[config.mk]
export PLATFORM = sky130hd
export DESIGN_NAME = dmem_arbiter
export DESIGN_NICKNAME = d
export VERILOG_FILES = /design/src/hdl/rv_mem_pkg.sv /design/src/hdl/dmem_arbiter.sv
export SDC_FILE = /design/constraint.sdc
export NUM_CORES = 1
export LEC_CHECK = 0
export CAP_MARGIN = 25
export CORE_AREA = 2 2 99 101
export CTS_CLUSTER_SIZE = 14
export DETAILED_ROUTE_END_ITERATION = 7
export DIE_AREA = 0 0 101 103
export DONT_BUFFER_PORTS = 1
export HOLD_SLACK_MARGIN = 0.02
export PLACE_DENSITY_LB_ADDON = 0.1
export SETUP_SLACK_MARGIN = 0.4
export SLEW_MARGIN = 25
export SYNTH_ARGS = -nofsm -noshare
export SYNTH_HDL_FRONTEND = slang
export SYNTH_SLANG_ARGS = --single-unit
[constraint.sdc]
create_clock -name clk -period 1.1 [get_ports clk]
set_clock_uncertainty 0.15 [all_clocks]
set_input_delay 0.11 -clock clk [delete_from_list [all_inputs] [get_ports clk]]
set_output_delay 0.11 -clock clk [all_outputs]
set_load 0.01 [all_outputs]
[src/hdl/rv_mem_pkg.sv]
////////////////////////////////////////
// Shared widths and RV32I encodings for the data-memory side
// RAM depth must stay a power of two, DMEM_AW is its log2
////////////////////////////////////////

package rv_mem_pkg;

	// Datapath
	localparam int XLEN   = 32;       // Register and RAM word width
	localparam int ADDR_W = 32;       // Byte address width from execute

	// Data RAM geometry
	localparam int DMEM_WORDS = 256;  // Depth in words
	localparam int DMEM_AW    = 8;    // Word index bits, log2 of DMEM_WORDS

	// Opcodes seen by the memory stage
	// Only LOAD and STORE touch the RAM, the rest pass i_result through
	localparam logic [6:0] OP_LOAD  = 7'b0000011;
	localparam logic [6:0] OP_STORE = 7'b0100011;
	localparam logic [6:0] OP_ALU   = 7'b0110011;  // Register-register ALU
	localparam logic [6:0] OP_JAL   = 7'b1101111;  // Link PC arrives in i_result

	// func3 access width for loads and stores
	localparam logic [2:0] F3_B  = 3'd0;  // Byte, sign extended
	localparam logic [2:0] F3_H  = 3'd1;  // Halfword, sign extended
	localparam logic [2:0] F3_W  = 3'd2;  // Full word
	localparam logic [2:0] F3_BU = 3'd4;  // Byte, zero extended
	localparam logic [2:0] F3_HU = 3'd5;  // Halfword, zero extended

	// Stores only use B, H and W
	// BU and HU are load-only codes

endpackage

[src/hdl/dmem_arbiter.sv]
////////////////////////////////////////
// Host strobe always wins, a strobe every cycle starves the pipeline
// Host read data follows one cycle after the strobe
////////////////////////////////////////

`timescale 1ns/1ps

module dmem_arbiter import rv_mem_pkg::*; (
	input  logic               clk,
	input  logic               rst_n,
	// Host port, whole words only
	input  logic               i_host_stb,
	input  logic               i_host_we,
	input  logic [DMEM_AW-1:0] i_host_addr,   // Word index
	input  logic [XLEN-1:0]    i_host_wdata,
	output logic [XLEN-1:0]    o_host_rdata,
	output logic               o_host_rvld,
	// Memory stage port
	input  logic               i_req,
	input  logic               i_wr_en,
	input  logic [3:0]         i_sel,
	input  logic [ADDR_W-3:0]  i_addr,        // Word address, upper bits ignored
	input  logic [XLEN-1:0]    i_wdata,
	output logic               o_d_valid,
	output logic [XLEN-1:0]    o_rdata,
	// RAM port
	input  logic [XLEN-1:0]    i_ram_rdata,
	output logic               o_ram_we,
	output logic [3:0]         o_ram_be,
	output logic [DMEM_AW-1:0] o_ram_idx,
	output logic [XLEN-1:0]    o_ram_wdata
);

	logic host_gnt;
	logic host_rd;   // Host read this cycle

	assign host_gnt  = i_host_stb;
	assign host_rd   = host_gnt & ~i_host_we;
	assign o_d_valid = i_req & ~host_gnt;  // Stage only when the host is idle

	// Winner onto the RAM port
	assign o_ram_we    = host_gnt ? i_host_we : (o_d_valid & i_wr_en);
	assign o_ram_be    = host_gnt ? 4'b1111 : i_sel;
	assign o_ram_idx   = host_gnt ? i_host_addr : i_addr[DMEM_AW-1:0];
	assign o_ram_wdata = host_gnt ? i_host_wdata : i_wdata;

	// Stage sees the raw word, it is only sampled on o_d_valid
	assign o_rdata = i_ram_rdata;

	// Host read valid
	always_ff @(posedge clk or negedge rst_n) begin
		if (!rst_n)
			o_host_rvld <= 1'b0;
		else
			o_host_rvld <= host_rd;
	end

	// Host read word, held until the next host read
	always_ff @(posedge clk) begin
		if (host_rd)
			o_host_rdata <= i_ram_rdata;
	end

endmodule

==> flow_summary.ini <==
[timing]
rsz0062_at_grt = yes
setup_viol = 0
period_share_pct = 87.7
whs_ns = -0.226
slew_violations = 0
layout_setup_ws_ns = 0.135
finalSetupTns_ns = 0
max_freq_mhz = 1040
min_period_ns = 0.965
final-hold-violation-count = 34
maxSlewHeadroom_pct = 88.4
worst_slew_pin_slew_ns = 0.174

[synth]
ys_ff_latch = 33
synth_top_family_by_area = multiplexers
async_flop_share_pct = 3.03
synthMuxAreaShare_pct = 29.0
syn_avg_cell_area_sq_um = 15.9
synth_top_area_share_pct = 51.6
yosysUniqueCellTypes = 10
synth_edf_count = 32
ys.warnings.count = 0
yosys-top-cells-area = edfxtp_1 (52%), mux2_4 (19%), buf_4 (13%)
synth_common_cells = buf_4 (32), edfxtp_1 (32), mux2_4 (24)
netlist_instances = 117
synth_area_sq_um = 1860
syn-num-nets = 261
synth-xor-area-share_pct = 0
synthFlopType = edfxtp_1
synth_simple_gate_area_share_pct = 2.01
synth_compound_area_share_pct = 0.470
yosys.area.top_type = edfxtp_1
seq_area_frac_synth_pct = 52.9
synth_fa_ha_area_share_pct = 0

[placed_design]
finalWeightedCongestion = 0.677
placed_area_sq_um = 1790
pre_cts_slack_ns = 0.147
dpl.cell_count = 196
io_buffers = 0

[floorplan]
die_h_microns = 103
start_util_pct = 19.7
die-area_sq_um = 10400
core_sq_um = 9460
die_w_microns = 101
num_rows = 36
num_io_pins = 255

[setup_path]
worstSetupEndpointType = output port
critPathMaxFanout = 1
startpoint_type = flip-flop
critical_path_class = reg2out
cp.arrival_ns = 0.70
cp-startpoint = o_host_rdata[11]$_DFFE_PP_
required_ns = 0.84

[power]
p_per_area_nw_per_um2 = 1430
power.leakage_uw = 0.000737
total_power_uw = 2740
ir_drop_uv = 363

[cells_and_area]
multiInputGateArea_sq_um = 671
fillCellCount = 1007
final-seq-area_sq_um = 986
fin_area_sq_um = 1920
fin_cells = 205
diodes = 0
nets = 234
areaGrowthSynthToFinish_pct = 3.02
drive_above_1_share_pct = 61.5

[grt]
use_met3_pct = 3.66
grt_pass1_vias = 837
grt_usage_pct = 7.07
met1_usage_pct = 6.27
grt_start_max_net_pins = 48
use_met2_pct = 12.3
antenna_found_initial = 0
grt_pass1_wl_mm = 5.10
busiest_layer = met2
overflow = 0

[outcome]
status = complete, but fails checks
failed_checks = hold timing

[drt]
drc = 0
totalWireLength_mm = 4.52
first_pass_iters = 4
antenna_left = 0
num_vias = 848
wl_per_cell_microns = 22.0
drt_iter0_drc = 45
vias_per_cell = 4.14

[clocking]
cts_hold_buf = 1
numCtsBuffers = 5
h-tree-depth = 2
ctsLongestPathBuffers = 2
cts_sinks = 33
clk_pin_slew_ns = 0.07
root_buffer = clkbuf_8
cts_tree = built

[worst_hold_path]
hp-start = i_ram_rdata[14]
min_path_type = in2reg

[job]
drv_cap = 0
==> cells by family after synthesis <==
family / Yosys count
compound gates: 1
flops: 33
simple gates: 6
mux: 40
buf+inv: 37
==> registers in the layout, summed over array words and instances, names as in the netlist <==
register	flops
o_host_rdata	32
o_host_rvld	1
==> metrics by stage <==
step	util (%)	hold slack (ns)
after floorplan	-	-0.336
after global placement	18.9	-0.336
final	20.3	-0.226
after detailed placement	18.9	-0.336
after CTS	20.3	-0.239
after global routing	20.3	-0.250
==> final timing paths <==
check	endpoint	slack, ns	depth (start not counted)
worst max-delay path	o_host_rdata[11]	0.14	0
worst min-delay path	o_host_rdata[14]$_DFFE_PP_	-0.23	0
max in group asynchronous	o_host_rvld$_DFF_PN0_	0.80	1
min in group asynchronous	o_host_rvld$_DFF_PN0_	-0.11	1
==> where the power goes <==
| part | leakage [uW] | internal, uW | total [uW] | switching [uW] |
|---|---|---|---|---|
| combinational | 0.000378 | 208 | 362 | 154 |
| clock | 0.0000450 | 437 | 836 | 399 |
| sequential | 0.000313 | 1480 | 1550 | 67.7 |
| total | 0.000737 | 2120 | 2740 | 621 |
==> metal layers <==
metal | share of wire, % | wire (microns) | up-vias
met5 | 0 | 0 | -
li1 | - | - | 334
met1 | 32 | 1450 | 366
met2 | 55 | 2470 | 144
met4 | 0.95 | 43 | 0
met3 | 12 | 550 | 4
==> layout make-up <==
| class | instances | share of cell area, % |
|---|---|---|
| Clock inverter | 2 | 0.522 |
| Multi-Input combinational cell | 47 | 34.9 |
| Sequential cell | 33 | 51.4 |
| Timing Repair Buffer | 3 | 1.96 |
| Tap cell | 114 | 7.43 |
| Clock buffer | 6 | 3.78 |
==> cells in the final DEF, fill, tap and decap left out, drive strengths merged <==
cell type	n
mux2	40
edfxtp	32
clkbuf	6
or2	4
nor2b	2
clkinv	2
buf	2
a22o	1
dlygate4sd3	1
dfrtp	1
==> what timing repair did <==
| action | in CTS | in global routing |
|---|---|---|
| resized for setup | 10 | 0 |
| buffers inserted | 0 | 0 |
| hold endpoints to repair | 34 | 34 |
| pin swaps | 1 | 0 |
| endpoints found under the setup margin | 40 | 34 |
(Power assumes the default switching activity.)
