### config.mk
export PLATFORM = sky130hd
export DESIGN_NAME = mem_stage
export DESIGN_NICKNAME = d
export VERILOG_FILES = /design/src/hdl/rv_mem_pkg.sv /design/src/hdl/mem_stage.sv
export SDC_FILE = /design/constraint.sdc
export NUM_CORES = 1
export LEC_CHECK = 0
export BUFFER_PORTS_ARGS = -buffer_cell sky130_fd_sc_hd__buf_4
export CORE_MARGIN = 4
export CORE_UTILIZATION = 46
export CTS_BUF_LIST = sky130_fd_sc_hd__clkbuf_4 sky130_fd_sc_hd__clkbuf_8 sky130_fd_sc_hd__clkbuf_16
export DETAILED_ROUTE_END_ITERATION = 12
export PLACE_DENSITY = 0.95
export SLEW_MARGIN = 10
export SYNTH_ARGS = -nofsm -noshare
export SYNTH_HDL_FRONTEND = slang
export SYNTH_SLANG_ARGS = --single-unit
### constraint.sdc
create_clock -name clk -period 4.8 [get_ports clk]
set_input_delay 0.96 -clock clk [delete_from_list [all_inputs] [get_ports clk]]
set_output_delay 0.96 -clock clk [all_outputs]
set_load 0.02 [all_outputs]
### src/hdl/rv_mem_pkg.sv
////////////////////////////////////////
// Shared widths and RV32I encodings for the data-memory side
// RAM depth must stay a power of two, DMEM_AW is its log2
////////////////////////////////////////

package rv_mem_pkg;

	// Datapath
	localparam int XLEN   = 32;       // Register and RAM word width
	localparam int ADDR_W = 32;       // Byte address width from execute

	// Data RAM geometry
	localparam int DMEM_WORDS = 256;  // Depth in words
	localparam int DMEM_AW    = 8;    // Word index bits, log2 of DMEM_WORDS

	// Opcodes seen by the memory stage
	// Only LOAD and STORE touch the RAM, the rest pass i_result through
	localparam logic [6:0] OP_LOAD  = 7'b0000011;
	localparam logic [6:0] OP_STORE = 7'b0100011;
	localparam logic [6:0] OP_ALU   = 7'b0110011;  // Register-register ALU
	localparam logic [6:0] OP_JAL   = 7'b1101111;  // Link PC arrives in i_result

	// func3 access width for loads and stores
	localparam logic [2:0] F3_B  = 3'd0;  // Byte, sign extended
	localparam logic [2:0] F3_H  = 3'd1;  // Halfword, sign extended
	localparam logic [2:0] F3_W  = 3'd2;  // Full word
	localparam logic [2:0] F3_BU = 3'd4;  // Byte, zero extended
	localparam logic [2:0] F3_HU = 3'd5;  // Halfword, zero extended

	// Stores only use B, H and W
	// BU and HU are load-only codes

endpackage

### src/hdl/mem_stage.sv
////////////////////////////////////////
// Misaligned accesses are not trapped
// Lanes shifted off the word are lost
// Execute must hold all fields while o_stall is high
////////////////////////////////////////

`timescale 1ns/1ps

module mem_stage import rv_mem_pkg::*; (
	input  logic              clk,
	input  logic              rst_n,
	// Execute side
	input  logic [XLEN-1:0]   i_result,      // ALU result, address or link PC
	input  logic [XLEN-1:0]   i_data_store,  // rs2 for stores
	input  logic [2:0]        i_func3,
	input  logic [4:0]        i_rd,
	input  logic [6:0]        i_opcode,
	input  logic              i_ex_valid,
	output logic              o_stall,
	// Write-back side
	output logic [4:0]        o_wb_rd,
	output logic [6:0]        o_opcode,
	output logic [XLEN-1:0]   o_wb_data,
	output logic              o_mem_vld,
	// Memory request toward the arbiter
	input  logic [XLEN-1:0]   i_rdata,       // Raw word in the grant cycle
	input  logic              i_d_valid,     // Combinational grant
	output logic              o_req,
	output logic              o_wr_en,
	output logic [3:0]        o_sel,         // Lanes after address shift
	output logic [ADDR_W-3:0] o_addr,        // Word address
	output logic [XLEN-1:0]   o_wdata        // Store data in its lanes
);

	logic            is_load;
	logic            is_store;
	logic            is_mem;
	logic            done;      // Instruction leaves the stage this cycle
	logic [1:0]      byte_off;
	logic [3:0]      sel_base;  // Lanes before shift
	logic [XLEN-1:0] ld_shift;
	logic [XLEN-1:0] ld_data;
	logic [XLEN-1:0] wb_data;

	assign is_load  = (i_opcode == OP_LOAD);
	assign is_store = (i_opcode == OP_STORE);
	assign is_mem   = is_load | is_store;
	assign byte_off = i_result[1:0];

	// Request goes out whenever a memory op is presented
	assign o_req   = i_ex_valid & is_mem;
	assign o_wr_en = is_store;
	assign o_addr  = i_result[ADDR_W-1:2];

	// Lost arbitration holds the instruction in execute
	assign o_stall = o_req & ~i_d_valid;

	// Non-memory ops never wait
	assign done = i_ex_valid & (~is_mem | i_d_valid);

	// Access width to lane mask
	always_comb begin
		case (i_func3)
			F3_B, F3_BU: sel_base = 4'b0001;
			F3_H, F3_HU: sel_base = 4'b0011;
			default:     sel_base = 4'b1111;  // Word and unused codes
		endcase
	end

	assign o_sel   = sel_base << byte_off;
	assign o_wdata = i_data_store << {byte_off, 3'b000};  // Byte offset to bit offset

	// Bring the addressed lanes down to bit 0
	assign ld_shift = i_rdata >> {byte_off, 3'b000};

	// Sign or zero extension by func3
	always_comb begin
		case (i_func3)
			F3_B:    ld_data = {{24{ld_shift[7]}}, ld_shift[7:0]};
			F3_H:    ld_data = {{16{ld_shift[15]}}, ld_shift[15:0]};
			F3_BU:   ld_data = {24'd0, ld_shift[7:0]};
			F3_HU:   ld_data = {16'd0, ld_shift[15:0]};
			default: ld_data = ld_shift;  // Word and reserved codes read the word
		endcase
	end

	// Loads return memory data and every other op returns i_result
	assign wb_data = is_load ? ld_data : i_result;

	// Valid pulses once per completed instruction
	always_ff @(posedge clk or negedge rst_n) begin
		if (!rst_n) begin
			o_mem_vld <= 1'b0;
			o_wb_rd   <= '0;
			o_opcode  <= '0;
			o_wb_data <= '0;
		end else begin
			o_mem_vld <= done;
			if (done) begin
				o_wb_rd   <= i_rd;
				o_opcode  <= i_opcode;
				o_wb_data <= wb_data;
			end
		end
	end

endmodule

==> impl_results.md <==
- Leading area contributor after synthesis: dfrtp_1
- Static Leakage: between 2 and 2.5 nW
- Switching share of total power: roughly a third
- FP Rows: 30
- GR Overflow Total: 0
- Post-synth ARST share: 100%
- Netlist Area Pre-Place: about 3300 sq um
- Avg Synthesized Cell Area: 8.06 sq um
- Crit Path Class: primary input to output port
- Hold-fix buffers, CTS: 0
- Metal-1 WL: 4230 microns
- Met3 Wirelength: 1240 microns
- Maximum level of the CTS H-tree: 2
- Drt wl/cell: 17.8 microns
- Hold Fails Final Rpt: 0
- Worst R2R Path Depth: 2
- Part of the power in registers: between 30% and 40%
- Critical Path Start: i_result[1]
- CTS buffer count: 5
- Die span in x: 93.0 microns
- Most frequent cell after synthesis: nand2_1
- Vert. Die Dim: just over 90 microns
- Worst setup path end: o_wdata[17]
- Setup Skew: 0 ps
- Pint: 0.000730 W
- Critical path peak fanout: 64
- Remaining DRCs: 0
- CTS tree: built
- Initial antenna violation count: 0
- ANT nets after route: 0
- Max-cap violations: 0
- Largest cells by area after synthesis: dfrtp_1 34%, mux2i_1 11%, nand2_1 9.5%
- Number of synthesized flops with an enable pin: 0
- Fillers: 537
- Skew-Pair Late Insertion Delay: between 200 and 300 ps
- Worst-margin pin slew: 1090 ps
- Unrepaired setup endpoints after global routing: no
- FF-to-FF End: o_wb_data[3]$_DFFE_PN0P_
- Setup bufs post-CTS: 0
- P_sw: around 0.00040 W
- Starting Density: about half
- Total wire length: between 10,000 and 15,000 microns
- Yosys cell types: 33
- Syn Nets: 528
- Power per Cell Area: 231 nW/um^2
- WL met2: 6160 microns
- Vias in the first global route: 3,825
- Area delta synth->final: 47.0%
- Critical path arrival: 2850 ps
- Rel. slew slack: 27.2%
- Final nets: 702
- Cts repair resizes: 0
- Detailed placement HPWL: slightly below 10,000 microns
- Number of vias per cell: 5.48
- Clock Sinks: 45
- I/O Pins: approximately 230
- Commonest cells in the netlist: 84 x nand2_1, 48 x o21ai_0, 45 x dfrtp_1
- Combinational share of power: 39.5%
- GPL Wtd Cong: 0.872
- 1st-iter DRT viols: 197
- Die ar.: 8660 sq um
- Hold_ws: between 400 and 500 ps
- Global-route wire length before repair: roughly 18,000 microns
- Share of cells above drive strength 1: 41.8%
- Crit end category: output port
- Highest clock rate: roughly 0.26 GHz
- Core area: around 6900 sq um
- Final setup fails: 0
- Via Count: between 3,000 and 4,000
- Fin Setup TNS: 0 ps
- Maximum clock path buffer count: 2
- Dominant synthesized flop cell: dfrtp_1
- Pre-antenna DRT Iters: 5
- Required @ worst endpoint: about 3800 ps
- Worst-path clk slew: 90 ps
- Synth Register Bits: 45
- Largest net degree at the start of global routing: 73
- Max Slew Vio Count: 0
- Min Tclk post-route: 3810 ps
- Root Driver: clkbuf_8
- Clk network pwr share: 22.0%
- Hold path start: o_wb_data[7]$_DFFE_PN0P_
- Status: completed
- Gr usage total: 26.7%
- Crit path launch type: primary input
- Worst r2r src: o_wb_data[3]$_DFFE_PN0P_
- # diodes: 0
- Maximum VDD drop: 0.111 mV
- Top Layer Used: met4
- Final period utilization: 79.4%
- R2R Setup Slk: between 4000 and 5000 ps
- Sequential area share after synthesis: 33.8%
- YS warnings: 0
- Mapped Cells: 413
- Min-Delay Path Class: flip-flop to flip-flop
- Synth top area share: 33.8%
- PortBufs: around 230
==> cells in the final DEF, fill, tap and decap left out, drive strengths merged, types with 6 or more instances in the layout <==
cell	synthesis	layout
mux2i	39	39
nor2b	18	18
o32ai	8	8
a211oi	23	23
clkbuf	16	6
nand2	84	84
buf	47	230
a21oi	23	23
o21ai	61	61
and2	10	10
nor2	19	19
dfrtp	45	45
==> cell type report <==
| cell class | count | area [sq um] | area share [%] |
|---|---|---|---|
| Tap cell | 96 | 120 | 2.46 |
| Inverter | 2 | 7.51 | 0.153 |
| Clock inverter | 2 | 13.8 | 0.281 |
| Multi-Input combinational cell | 303 | 1810 | 37.1 |
| Clock buffer | 6 | 82.6 | 1.69 |
| Sequential cell | 45 | 1130 | 23.0 |
| Timing Repair Buffer | 230 | 1730 | 35.3 |
==> state kept, by name, indices dropped and copies added (netlist names) <==
| signal | flops |
|---|---|
| o_wb_data | 32 |
| o_wb_rd | 5 |
| o_mem_vld | 1 |
| o_opcode | 7 |
==> per-stage QoR <==
stage,util (%),setup slack [ps],std cells,area (sq um),power (W)
final,70.8,989,684,4890,0.00113
after detailed placement,69.4,1040,676,4790,0.000888
after global placement,69.4,1150,676,4790,0.000875
after global routing,70.8,850,684,4890,0.00119
after CTS,70.8,1010,684,4890,0.00114
after floorplan,-,1520,413,3330,0.000668
==> logic make-up after synthesis <==
family,count (synthesis),share of synthesized area [%]
and+or+nand+nor,140,19.4
AOI/OAI and AO/OA,121,21.8
buffers and inverters,65,11.8
DFF,45,33.8
muxes,42,13.1
==> power by group through the flow <==
stage	registers (W)	clock network, W	logic, W
final	0.000433	0.000248	0.000446
after detailed placement	0.000441	0	0.000447
after global routing	0.000438	0.000270	0.000477
after CTS	0.000433	0.000253	0.000448
after floorplan	0.000483	0	0.000186
after global placement	0.000439	0	0.000436
==> per-layer routing <==
| layer | vias up | GRT usage [%] |
|---|---|---|
| li1 | 1754 | - |
| met5 | - | 0 |
| met2 | 231 | 47.8 |
| met3 | 35 | 7.48 |
| met1 | 1729 | 29.3 |
| met4 | 0 | 11.7 |
==> worst max-delay path: stages <==
cell	delay (ps)
buf_4	470
nor2b_1	930
nand2_1	130
o21ai_0	150
buf_4	190
==> how the worst min path moves through the flow <==
| stage | slack (ps) | endpoint | depth (start not counted) |
|---|---|---|---|
| after floorplan | 580 | o_wb_data[7]$_DFFE_PN0P_ | 2 |
| after global placement | 450 | o_wb_data[7]$_DFFE_PN0P_ | 2 |
| after detailed placement | 460 | o_wb_data[7]$_DFFE_PN0P_ | 2 |
| after CTS | 480 | o_wb_data[7]$_DFFE_PN0P_ | 2 |
| after global routing | 500 | o_wb_data[7]$_DFFE_PN0P_ | 2 |
| final | 480 | o_wb_data[7]$_DFFE_PN0P_ | 2 |
Note: power is estimated with default switching activity, not from simulation.
